## config.mk

```make
export PLATFORM = sky130hd
export DESIGN_NAME = clk_chip_configurer
export DESIGN_NICKNAME = d
export VERILOG_FILES = /design/src/clk_cfg_pkg.sv /design/src/clk_chip_configurer.sv
export VERILOG_INCLUDE_DIRS = /design/src
export SDC_FILE = /design/constraint.sdc
export NUM_CORES = 1
export LEC_CHECK = 0
export BUFFER_PORTS_ARGS = -buffer_cell sky130_fd_sc_hd__clkbuf_2
export CORE_UTILIZATION = 47
export CTS_BUF_LIST = sky130_fd_sc_hd__clkbuf_4 sky130_fd_sc_hd__clkbuf_8 sky130_fd_sc_hd__clkbuf_16
export CTS_CLUSTER_DIAMETER = 50
export DETAILED_ROUTE_END_ITERATION = 8
export MAX_ROUTING_LAYER = met4
export PLACE_DENSITY = 0.85
export SYNTH_ARGS = -nofsm -noshare
export SYNTH_HDL_FRONTEND = slang
export SYNTH_SLANG_ARGS = --single-unit
```

## constraint.sdc

```tcl
create_clock -name clk -period 3.03 [get_ports clk]
set_input_delay 0.303 -clock clk [delete_from_list [all_inputs] [get_ports clk]]
set_output_delay 0.303 -clock clk [all_outputs]
set_load 0.02 [all_outputs]
```

## src/clk_cfg_table.svh

```systemverilog
// bring-up sequence for the clock generator
// each word is {op, register, value or mask}
localparam int cfg_table_len = 10;

localparam clk_cfg_pkg::cfg_entry_u cfg_table [cfg_table_len] = '{
   // outputs off, loss-of-lock masked while reprogramming
   {clk_cfg_pkg::op_write, 8'he6, 8'h10},
   {clk_cfg_pkg::op_write, 8'hf1, 8'he5},
   // input and pll setup
   {clk_cfg_pkg::op_write, 8'h1c, 8'h16},
   {clk_cfg_pkg::op_write, 8'h1d, 8'h90},
   // wait for a valid input clock
   {clk_cfg_pkg::op_poll,  8'hda, 8'h04},
   {clk_cfg_pkg::op_write, 8'h31, 8'h10},
   {clk_cfg_pkg::op_write, 8'hf6, 8'h02},
   // wait for pll lock
   {clk_cfg_pkg::op_poll,  8'hda, 8'h11},
   {clk_cfg_pkg::op_write, 8'hf1, 8'h65},
   {clk_cfg_pkg::op_write, 8'he6, 8'h00}
};

```

## src/clk_cfg_pkg.sv

```systemverilog
package clk_cfg_pkg;

   // table entry kind
   typedef enum logic {
      op_write = 1'b0,
      op_poll  = 1'b1
   } cfg_op_e;

   // access direction, value matches the r/w bit of the address byte
   typedef enum logic {
      kind_write = 1'b0,
      kind_read  = 1'b1
   } reg_kind_e;

   // ---------------------------------------------------------------------
   // table word, 17 bits: op in the top bit, register, then payload
   // ---------------------------------------------------------------------
   typedef struct packed { cfg_op_e op; logic [7:0] addr; logic [7:0] value; } cfg_wr_t;
   typedef struct packed { cfg_op_e op; logic [7:0] addr; logic [7:0] mask; } cfg_poll_t;

   typedef union packed {
      cfg_wr_t   wr;
      cfg_poll_t poll;
   } cfg_entry_u;

endpackage

```

## src/clk_chip_configurer.sv

```systemverilog
module clk_chip_configurer (
   input  logic                   clk,
   input  logic                   rst_i,
   input  logic                   acc_ack_i,
   input  logic [7:0]             acc_rdata_i,
   input  logic                   acc_fail_i,
   output logic                   acc_req_o,
   output clk_cfg_pkg::reg_kind_e acc_kind_o,
   output logic [7:0]             acc_reg_o,
   output logic [7:0]             acc_wdata_o,
   output logic                   done_o
);
   import clk_cfg_pkg::*;
   `include "clk_cfg_table.svh"

   localparam int iw = (cfg_table_len > 1) ? $clog2(cfg_table_len) : 1;
   localparam logic [iw-1:0] last_idx = iw'(cfg_table_len - 1);

   localparam logic [1:0] st_idle    = 2'd0;
   localparam logic [1:0] st_req     = 2'd1;
   localparam logic [1:0] st_release = 2'd2;
   localparam logic [1:0] st_done    = 2'd3;

   logic [1:0]    state;
   logic [iw-1:0] idx;
   logic          fin;
   cfg_entry_u    entry;
   logic          entry_ok;

   // -------------------------------------------------------------------
   // entry decode
   // -------------------------------------------------------------------
   assign entry       = cfg_table[idx];
   assign acc_kind_o  = (entry.wr.op == op_poll) ? kind_read : kind_write;
   assign acc_reg_o   = entry.wr.addr;
   assign acc_wdata_o = entry.wr.value;

   // a poll passes once every mask bit reads back set
   assign entry_ok = !acc_fail_i &&
                     ((entry.wr.op == op_write) ||
                      ((acc_rdata_i & entry.poll.mask) == entry.poll.mask));

   assign acc_req_o = (state == st_req);
   assign done_o    = (state == st_done);

   always_ff @(posedge clk) begin
      if (rst_i) begin
         state <= st_idle;
         idx   <= '0;
         fin   <= 1'b0;
      end else begin
         case (state)
            st_idle: state <= st_req;
            st_req: begin
               if (acc_ack_i) begin
                  // failed access or pending poll keeps the same index
                  if (entry_ok) begin
                     if (idx == last_idx)
                        fin <= 1'b1;
                     else
                        idx <= idx + 1'b1;
                  end
                  state <= st_release;
               end
            end
            st_release: begin
               if (!acc_ack_i)
                  state <= fin ? st_done : st_req;
            end
            default: ;
         endcase
      end
   end

endmodule

```

==> results.json <==
{
  "post_drt_via_cell_ratio": 5.61,
  "layout.nets": 151,
  "yosysWarnings": 0,
  "ant_nets": 0,
  "place_area_um2": 905,
  "outcome": "finished, final reports clean",
  "fillerInstances": 142,
  "ys_types": 36,
  "die_area_mm2": 0.00184,
  "port-buffer-count": 28,
  "overflow": 0,
  "fin_area_um2": 935,
  "wirelength_mm": 1.76,
  "end_kind": "flip-flop",
  "synthCells": 103,
  "cts_root_buf": "clkbuf_4",
  "grt_usage_pct": 20.6,
  "hold_path.class": "in2reg",
  "relSlewSlack_pct": 59.4,
  "maxSlewViolCount": 0,
  "multiInputGateArea_um2": 563,
  "cap_violations": 0,
  "avgRoutedWirePerCell_um": 12.2,
  "dr.first_iter.drc_count": 13,
  "fmax_mhz": 413,
  "cts.sinks": 7,
  "required_ns": 3.17,
  "ys.flop_type": "dfxtp_1",
  "final_cell_mix": "clkbuf_2, nor2_1, ha_1",
  "h-tree-depth": 1,
  "grt_pass1_wl_mm": 2.90,
  "rsz0062_at_grt": "false",
  "fin_crit_sh_pct": 79.9,
  "finalSetupViolations": 0,
  "synthMuxAreaShare_pct": 5.87,
  "min_path_cells": 2,
  "timing.reg2reg.worst_path_depth": 7,
  "rows": 14,
  "grt_pass1_vias": 676,
  "die_h_um": 43.0,
  "setup_tns_ns": 0,
  "cts_resized": 0,
  "dp_hpwl_mm": 1.38,
  "die_x_um": 43.0,
  "drc": 0,
  "avgSynthCellArea_um2": 7.65,
  "skew_ns": 0.00469,
  "worstSetupPathType": "reg2reg",
  "antenna_found_initial": 0,
  "postCtsSetupBuffers": 0,
  "io_pins": 31,
  "coreArea_mm2": 0.00154,
  "path_clk_slew_ns": 0.05,
  "grt_max_degree": 19,
  "synth_compound_area_share_pct": 27.6,
  "cp-start-kind": "flip-flop",
  "synthesis.area_um2": 788,
  "path_max_fanout": 9,
  "synthAdderAreaFrac_pct": 15.9,
  "arrival_ns": 2.56,
  "start_util_pct": 51.1,
  "drive_above_1_share_pct": 30.5,
  "cts_tree": "done",
  "layout_commonest_cell": "clkbuf_2",
  "place_congestion": 0.803,
  "cts_buffers": 3,
  "worst_pin_slew_ns": 0.608,
  "ir_drop_uv": 318,
  "hold_violations": 0,
  "regArea_um2": 140,
  "first_pass_iters": 4,
  "syn_nets": 125,
  "clockBufferDepth": 2,
  "synth-seq-cells": 7,
  "power_density_mw_per_mm2": 540,
  "synthXorXnorAreaFrac_pct": 0,
  "async_reset_ff_share_pct": 0,
  "layout_min_cycle_time_ns": 2.42,
  "seq_area_frac_synth_pct": 17.8,
  "antenna_cells": 0,
  "clk_latency_ns": 0.25,
  "areaGrowthSynthToFinish_pct": 18.6,
  "leakage_nw": 0.446,
  "synth_edf_count": 0,
  "synthSimpleGateAreaFrac_pct": 21.6,
  "num_vias": 808,
  "synth_top_family_by_area": "compound AO/OA/AOI/OAI gates",
  "hold_buffers": 0
}
## Yosys cell counts, types with 2 or more instances
library cell	instances	area, um^2
ha_1	10	125
nor2_1	14	52.6
dfxtp_1	7	140
clkbuf_1	2	7.51
a211oi_1	3	22.5
nor3_1	5	25.0
nor2b_1	3	18.8
nand2b_1	2	12.5
nand2_1	6	22.5
nand3_1	3	15.0
inv_1	9	33.8
o21ai_0	4	20.0
a21oi_1	8	40.0
buf_4	3	22.5
buf_2	2	10.0
mux2i_1	2	20.0
## registers in the layout (all words and copies together) (netlist names)
register  flops
idx           4
state         2
fin           1
## worst max-delay path: stages (launching register included)
cell and delay (ns):
dfxtp_1 0.49, inv_1 0.15, ha_1 0.24, nor2b_2 0.18, a211o_1 0.37, a2111oi_4 0.43
a21oi_2 0.13, mux2_4 0.31
## metrics by stage
stage	setup WS (ns)	hold WS (ns)	std cells	utilization [%]	power, mW
final	0.608	0.323	144	60.6	0.505
after global routing	0.479	0.335	144	60.6	0.540
after floorplan	0.651	0.421	103	-	0.342
after global placement	0.655	0.466	140	58.7	0.406
after CTS	0.607	0.324	144	60.6	0.506
after detailed placement	0.618	0.473	140	58.7	0.413
## metal layers
metal,global-route usage (%),part of all wire (%),vias to the layer above
li1,-,-,413
met5,-,0,-
met2,35.5,51,23
met1,25.4,44,372
met4,3.03,0,0
met3,4.26,4.8,0
## power breakdown
group | switching, mW | internal [mW]
Sequential | 0.0286 | 0.103
Combinational | 0.177 | 0.103
Clock | 0.0348 | 0.0592
Total | 0.240 | 0.264
## logic make-up after synthesis
| family | after synthesis |
|---|---|
| AND/OR/NAND/NOR | 36 |
| AO/OA/AOI/OAI | 28 |
| multiplexers | 4 |
| buffers and inverters | 17 |
| adder cells (fa/ha/maj) | 10 |
| other | 1 |
| flip-flops | 7 |
## final cells by class
type | count | share of cell area, %
Inverter | 9 | 3.61
Sequential cell | 7 | 15.0
Timing Repair Buffer | 29 | 15.8
Tap cell | 16 | 2.14
Clock buffer | 4 | 3.21
Multi-Input combinational cell | 79 | 60.2
## final timing paths
check                   to  startpoint  slack (ns)
hold / removal    state[0]   acc_ack_i        0.32
hold reg to reg        fin         fin        0.49
setup / recovery    idx[0]      idx[1]        0.61
setup reg to reg    idx[0]      idx[1]        0.61
Note: power is estimated with default switching activity, not from simulation.
