File: config.mk
export PLATFORM = sky130hd
export DESIGN_NAME = i2c_reg_access
export DESIGN_NICKNAME = d
export VERILOG_FILES = /design/src/clk_cfg_table.svh /design/src/clk_cfg_pkg.sv /design/src/i2c_bus_pkg.sv /design/src/i2c_reg_access.sv
export SDC_FILE = /design/constraint.sdc
export NUM_CORES = 1
export LEC_CHECK = 0
export ABC_AREA = 1
export ABC_CLOCK_PERIOD_IN_PS = 3450
export BUFFER_PORTS_ARGS = -buffer_cell sky130_fd_sc_hd__clkbuf_2
export CORE_MARGIN = 2
export CORE_UTILIZATION = 47
export CTS_BUF_LIST = sky130_fd_sc_hd__clkbuf_16
export CTS_CLUSTER_SIZE = 25
export DETAILED_ROUTE_END_ITERATION = 8
export GPL_ROUTABILITY_DRIVEN = 0
export PLACE_DENSITY = 0.83
export SLEW_MARGIN = 25
export SYNTH_ARGS = -nofsm -noshare
export SYNTH_HDL_FRONTEND = slang
export SYNTH_SLANG_ARGS = --single-unit
File: constraint.sdc
create_clock -name clk -period 3.45 [get_ports clk]
set_input_delay 0.69 -clock clk [delete_from_list [all_inputs] [get_ports clk]]
set_output_delay 0.69 -clock clk [all_outputs]
set_load 0.01 [all_outputs]
File: src/clk_cfg_table.svh
// bring-up sequence for the clock generator
// each word is {op, register, value or mask}
localparam int cfg_table_len = 10;

localparam clk_cfg_pkg::cfg_entry_u cfg_table [cfg_table_len] = '{
   // outputs off, loss-of-lock masked while reprogramming
   {clk_cfg_pkg::op_write, 8'he6, 8'h10},
   {clk_cfg_pkg::op_write, 8'hf1, 8'he5},
   // input and pll setup
   {clk_cfg_pkg::op_write, 8'h1c, 8'h16},
   {clk_cfg_pkg::op_write, 8'h1d, 8'h90},
   // wait for a valid input clock
   {clk_cfg_pkg::op_poll,  8'hda, 8'h04},
   {clk_cfg_pkg::op_write, 8'h31, 8'h10},
   {clk_cfg_pkg::op_write, 8'hf6, 8'h02},
   // wait for pll lock
   {clk_cfg_pkg::op_poll,  8'hda, 8'h11},
   {clk_cfg_pkg::op_write, 8'hf1, 8'h65},
   {clk_cfg_pkg::op_write, 8'he6, 8'h00}
};

File: src/clk_cfg_pkg.sv
package clk_cfg_pkg;

   // table entry kind
   typedef enum logic {
      op_write = 1'b0,
      op_poll  = 1'b1
   } cfg_op_e;

   // access direction, value matches the r/w bit of the address byte
   typedef enum logic {
      kind_write = 1'b0,
      kind_read  = 1'b1
   } reg_kind_e;

   // ---------------------------------------------------------------------
   // table word, 17 bits: op in the top bit, register, then payload
   // ---------------------------------------------------------------------
   typedef struct packed { cfg_op_e op; logic [7:0] addr; logic [7:0] value; } cfg_wr_t;
   typedef struct packed { cfg_op_e op; logic [7:0] addr; logic [7:0] mask; } cfg_poll_t;

   typedef union packed {
      cfg_wr_t   wr;
      cfg_poll_t poll;
   } cfg_entry_u;

endpackage

File: src/i2c_bus_pkg.sv
package i2c_bus_pkg;

   // -------------------------------------------------------------------
   // byte master command set
   // -------------------------------------------------------------------

   // one command per req/ack handshake
   typedef enum logic [1:0] {
      cmd_start = 2'd0,
      cmd_stop  = 2'd1,
      cmd_write = 2'd2,
      cmd_read  = 2'd3
   } i2c_cmd_e;

   // a single byte as it travels on the bus
   typedef logic [7:0] i2c_byte_t;

endpackage

File: src/i2c_reg_access.sv
module i2c_reg_access #(
   parameter logic [6:0] dev_addr = 7'h70
) (
   input  logic                   clk,
   input  logic                   rst_i,
   input  logic                   acc_req_i,
   input  clk_cfg_pkg::reg_kind_e acc_kind_i,
   input  logic [7:0]             acc_reg_i,
   input  logic [7:0]             acc_wdata_i,
   input  logic                   bm_ack_i,
   input  i2c_bus_pkg::i2c_byte_t bm_rbyte_i,
   input  logic                   bm_nack_rcvd_i,
   output logic                   acc_ack_o,
   output logic [7:0]             acc_rdata_o,
   output logic                   acc_fail_o,
   output logic                   bm_req_o,
   output i2c_bus_pkg::i2c_cmd_e  bm_cmd_o,
   output i2c_bus_pkg::i2c_byte_t bm_wbyte_o,
   output logic                   bm_nack_send_o
);
   import i2c_bus_pkg::*;
   import clk_cfg_pkg::*;

   localparam logic [1:0] st_idle = 2'd0;
   localparam logic [1:0] st_cmd  = 2'd1;
   localparam logic [1:0] st_gap  = 2'd2;
   localparam logic [1:0] st_ack  = 2'd3;

   logic [1:0] state;
   logic [2:0] step;
   logic [2:0] last_step;
   logic       last;
   logic       fail;
   i2c_byte_t  rdata;

   // write: start, addr+w, reg, data, stop
   // read: start, addr+w, reg, start, addr+r, byte, stop
   assign last_step = (acc_kind_i == kind_write) ? 3'd4 : 3'd6;

   always_comb begin
      bm_cmd_o   = cmd_stop;
      bm_wbyte_o = acc_reg_i;
      case (step)
         3'd0: bm_cmd_o = cmd_start;
         3'd1: begin
            bm_cmd_o   = cmd_write;
            bm_wbyte_o = {dev_addr, 1'b0};
         end
         3'd2: bm_cmd_o = cmd_write;
         3'd3: begin
            bm_cmd_o   = (acc_kind_i == kind_write) ? cmd_write : cmd_start;
            bm_wbyte_o = acc_wdata_i;
         end
         3'd4: begin
            bm_cmd_o   = (acc_kind_i == kind_write) ? cmd_stop : cmd_write;
            bm_wbyte_o = {dev_addr, 1'b1};
         end
         3'd5: bm_cmd_o = cmd_read;
         default: bm_cmd_o = cmd_stop;
      endcase
   end

   // single byte reads are always closed with a nack
   assign bm_nack_send_o = (bm_cmd_o == cmd_read);
   assign bm_req_o       = (state == st_cmd);
   assign acc_ack_o      = (state == st_ack);
   assign acc_fail_o     = fail;
   assign acc_rdata_o    = rdata;

   // -------------------------------------------------------------------
   // one byte master handshake per step
   // -------------------------------------------------------------------
   always_ff @(posedge clk) begin
      if (rst_i) begin
         state <= st_idle;
         step  <= '0;
         last  <= 1'b0;
         fail  <= 1'b0;
      end else begin
         case (state)
            st_idle: begin
               if (acc_req_i) begin
                  step  <= '0;
                  last  <= 1'b0;
                  fail  <= 1'b0;
                  state <= st_cmd;
               end
            end
            st_cmd: begin
               if (bm_ack_i) begin
                  if (step == last_step)
                     last <= 1'b1;
                  else if (bm_cmd_o == cmd_write && bm_nack_rcvd_i) begin
                     // slave refused a byte, go straight to stop
                     fail <= 1'b1;
                     step <= last_step;
                  end else
                     step <= step + 1'b1;
                  state <= st_gap;
               end
            end
            st_gap: begin
               if (!bm_ack_i)
                  state <= last ? st_ack : st_cmd;
            end
            default: begin
               if (!acc_req_i)
                  state <= st_idle;
            end
         endcase
      end
   end

   always_ff @(posedge clk) begin
      if (state == st_cmd && bm_ack_i && bm_cmd_o == cmd_read)
         rdata <= bm_rbyte_i;
   end

   a_acc_stable: assert property (@(posedge clk) disable iff (rst_i)
      acc_req_i && !acc_ack_o && $past(acc_req_i)
      |-> $stable({acc_kind_i, acc_reg_i, acc_wdata_i}));

endmodule

==> flow_summary_export.csv <==
group,metric,value,unit
place,detailedPlacementHpwl,1690,um
sta,setup_total_negative_slack,0,ps
global_route,grt_pass1_wl,3800,um
pwr,fin_total_pwr,502,uW
detailed_routing,detail_route.drc_violations,0,
clock_network,cts_tree,"done",
die,die_width,49.5,um
layout,final_layout_size_suffix_gt1_share,42.1,%
clock_network,max-clock-path-buffers,2,
global_route,grt_total_ovfl,0,
pwr,powerDensity,384,nW/um^2
global_route,first_global_vias,878,
critical_path,cp.buffers_inverters,3,
sta,final_slew_violations,0,
clock_network,ctsResizeCount,0,
logic_synthesis,syn-instance-count,119,
critical_path,crit_cells,8,
place,portBuffers,51,
layout,finalNetCount,207,
die,total_die_area,2450,sq um
detailed_routing,drt-pass1-iter-count,4,
pwr,internal-power,383,uW
clock_network,worstSkewPairLatency,240,ps
critical_path,worst_path_max_delay_cell,"or2_0",
logic_synthesis,syn_avg_cell_area,8.17,sq um
layout,syn_to_final_growth,34.5,%
detailed_routing,detail_route.vias_per_cell,4.78,
pwr,power_switching,119,uW
run_status,run_status,"completed",
logic_synthesis,synth-seq-area-share,39.1,%
logic_synthesis,yosys_warnings,0,
sta,final.period_utilization,80.6,%
logic_synthesis,synthFlopType,"edfxtp_1",
layout,diodes,0,
global_route,initial_antenna_violation_count,0,
clock_network,numCtsBuffers,3,
detailed_routing,drt-total-wl,2140,um
logic_synthesis,yosys.cell_types.count,26,
global_route,grt_start_max_net_pins,11,
critical_path,critical_path_arrival,2090,ps
sta,final_clock_skew,1.06,ps
worst_hold_path,min_delay_path_depth,2,
critical_path,timing.critical_path.from_type,"flip-flop",
critical_path,worst-setup-path-type,"reg -> out",
clock_network,cts.repair_timing.setup_buffer_count,0,
sta,layout_min_cycle_time,2780,ps
global_route,grt_util_all_layers,19.8,%
logic_synthesis,synth_seq_cells,15,
critical_path,rr_worst_depth,8,
worst_hold_path,hold_path.class,"reg -> reg",
sta,hold_viol,0,
critical_path,cp_slowest_stage_delay,490,ps
job,max_cap_violations,0,
clock_network,root_buffer,"clkbuf_16",
die,pin_count,52,
detailed_routing,drtAntennaViolNets,0,
logic_synthesis,synth_edf_count,8,
critical_path,worstPathMaxFanout,10,
detailed_routing,vias_after_detailed_routing,946,
sta,tightestPinTransition,617,ps
pwr,switching_share,23.7,%
logic_synthesis,syn_nets,154,
die,floorplan.initialDensity,49.6,%
critical_path,setup.worst_path.end_class,"output pin",
die,die_y,49.5,um
detailed_routing,drc_marker_count_from_the_first_detailed_route_iteration,23,
sta,report.final.setup_viol,0,
pwr,peakVddDrop,343,uV
critical_path,critical_path.cell_chain,"inv_1, ha_1, inv_1, o21ai_1, or2_0, nand3_1, o21ai_1, clkbuf_2",
sta,grt_setup_unrepaired,"false",
clock_network,number_of_clock_sinks_seen_by_cts,15,
clock_network,clk_pin_slew_worst_paths,50,ps
critical_path,worst_path_dominant_cell_family,"simple AND/OR/NAND/NOR gates",
logic_synthesis,synth_area,972,sq um
die,core,1960,sq um
critical_path,worstPathRequired,2760,ps
logic_synthesis,synth_async_sr_flop_share,0,%
pwr,reg_power_share,39.1,%
clock_network,cts-hold-fix-buffers,0,
pwr,clock_power_share,44.0,%
pwr,static-leakage-power,0.698,nW
detailed_routing,detail_route.wl_per_cell,10.8,um
sta,max_fclk,359,MHz
sta,remaining_max_slew_budget_at_the_tightest_pin,58.7,%
pwr,comb_power_share,16.9,%
clock_network,htree_levels,1,
layout,layout.filler_cells,169,
die,core.rowCount,16,
[cells in the mapped netlist, types with 2 or more instances]
library cell	instances	area share [%]
a21oi_1	6	3.1
a31oi_1	3	1.9
buf_6	3	3.5
dfxtp_1	7	14
edfxtp_1	8	25
ha_1	5	6.4
inv_1	17	6.6
inv_2	3	1.2
nand2_1	27	10
nand2_2	2	1.3
nand2_4	2	2.3
nand3_1	12	6.2
nand3_2	2	2.1
nand4_1	2	1.3
nor2_1	3	1.2
nor2_2	2	1.3
o21ai_0	2	1.0
o21ai_1	5	2.6
[area by class of cell]
cell class	instances	area, sq um	area share, %
multi-input combinational	80	474	36.3
sequential	15	380	29.1
timing repair buffer	51	255	19.5
inverter	21	83.8	6.41
clock buffer	3	75.1	5.74
tap	27	33.8	2.58
clock inverter	1	5.00	0.383
[final timing paths]
path	start	to	slack (ps)
min	acc_fail_o	acc_fail_o	500
min reg2reg	acc_fail_o	acc_fail_o	500
max reg2reg	step[0]	acc_rdata_o[6]	1070
max	step[1]	bm_wbyte_o[2]	670
[registers in the layout, indices dropped and copies added (netlist names)]
| register | cells |
|---|---|
| acc_fail_o | 1 |
| acc_rdata_o | 8 |
| last | 1 |
| state | 2 |
| step | 3 |
[cell families (layout without fill, tap and decap cells)]
kind of cell	after synthesis	in the layout	share of synthesized area, %
flops	15	15	39.1
fa+ha+maj	5	5	6.44
compound gates	19	19	11.8
buf+inv	24	76	12.1
simple gates	56	56	30.5
[layout by cell type, fill, tap and decap left out, types with 2 or more instances in the layout]
cell / n
a21oi_1: 6
a31oi_1: 3
clkbuf_16: 3
clkbuf_2: 51
dfxtp_1: 7
edfxtp_1: 8
ha_1: 5
inv_1: 17
inv_2: 3
nand2_1: 27
nand2_2: 2
nand2_4: 2
nand3_1: 12
nand3_2: 2
nand4_1: 2
nor2_1: 3
nor2_2: 2
o21ai_0: 2
o21ai_1: 5
[metal layers]
metal	part of all wire (%)	track usage, %
met1	40	23.5
met2	52	34.9
met3	7.9	5.76
met4	0.65	5.56
met5	0	0
[power by group through the flow]
stage / clock [mW] / combinational (mW) / sequential [mW]
finish: 0.221 / 0.0847 / 0.196
detailed placement: 0 / 0.0842 / 0.200
global placement: 0 / 0.0824 / 0.199
global route: 0.233 / 0.0958 / 0.197
CTS: 0.225 / 0.0849 / 0.196
floorplan: 0 / 0.0519 / 0.199
[stage by stage]
step | utilization (%) | setup WS [ps] | cell area (sq um) | hold WS, ps | cells
floorplan | - | 1290 | 972 | 467 | 119
global placement | 62.6 | 1060 | 1230 | 454 | 194
detailed placement | 62.6 | 953 | 1230 | 460 | 194
CTS | 66.6 | 680 | 1310 | 500 | 198
global route | 66.6 | 469 | 1310 | 535 | 198
finish | 66.6 | 668 | 1310 | 497 | 198
[worst min-delay path: cells and delay by family (launching register included)]
| kind | cells | cell delay (ps) |
|---|---|---|
| compound gates | 1 | 60 |
| flops | 1 | 310 |
| simple gates | 1 | 70 |
No activity file was read; power rests on OpenSTA's default activity.
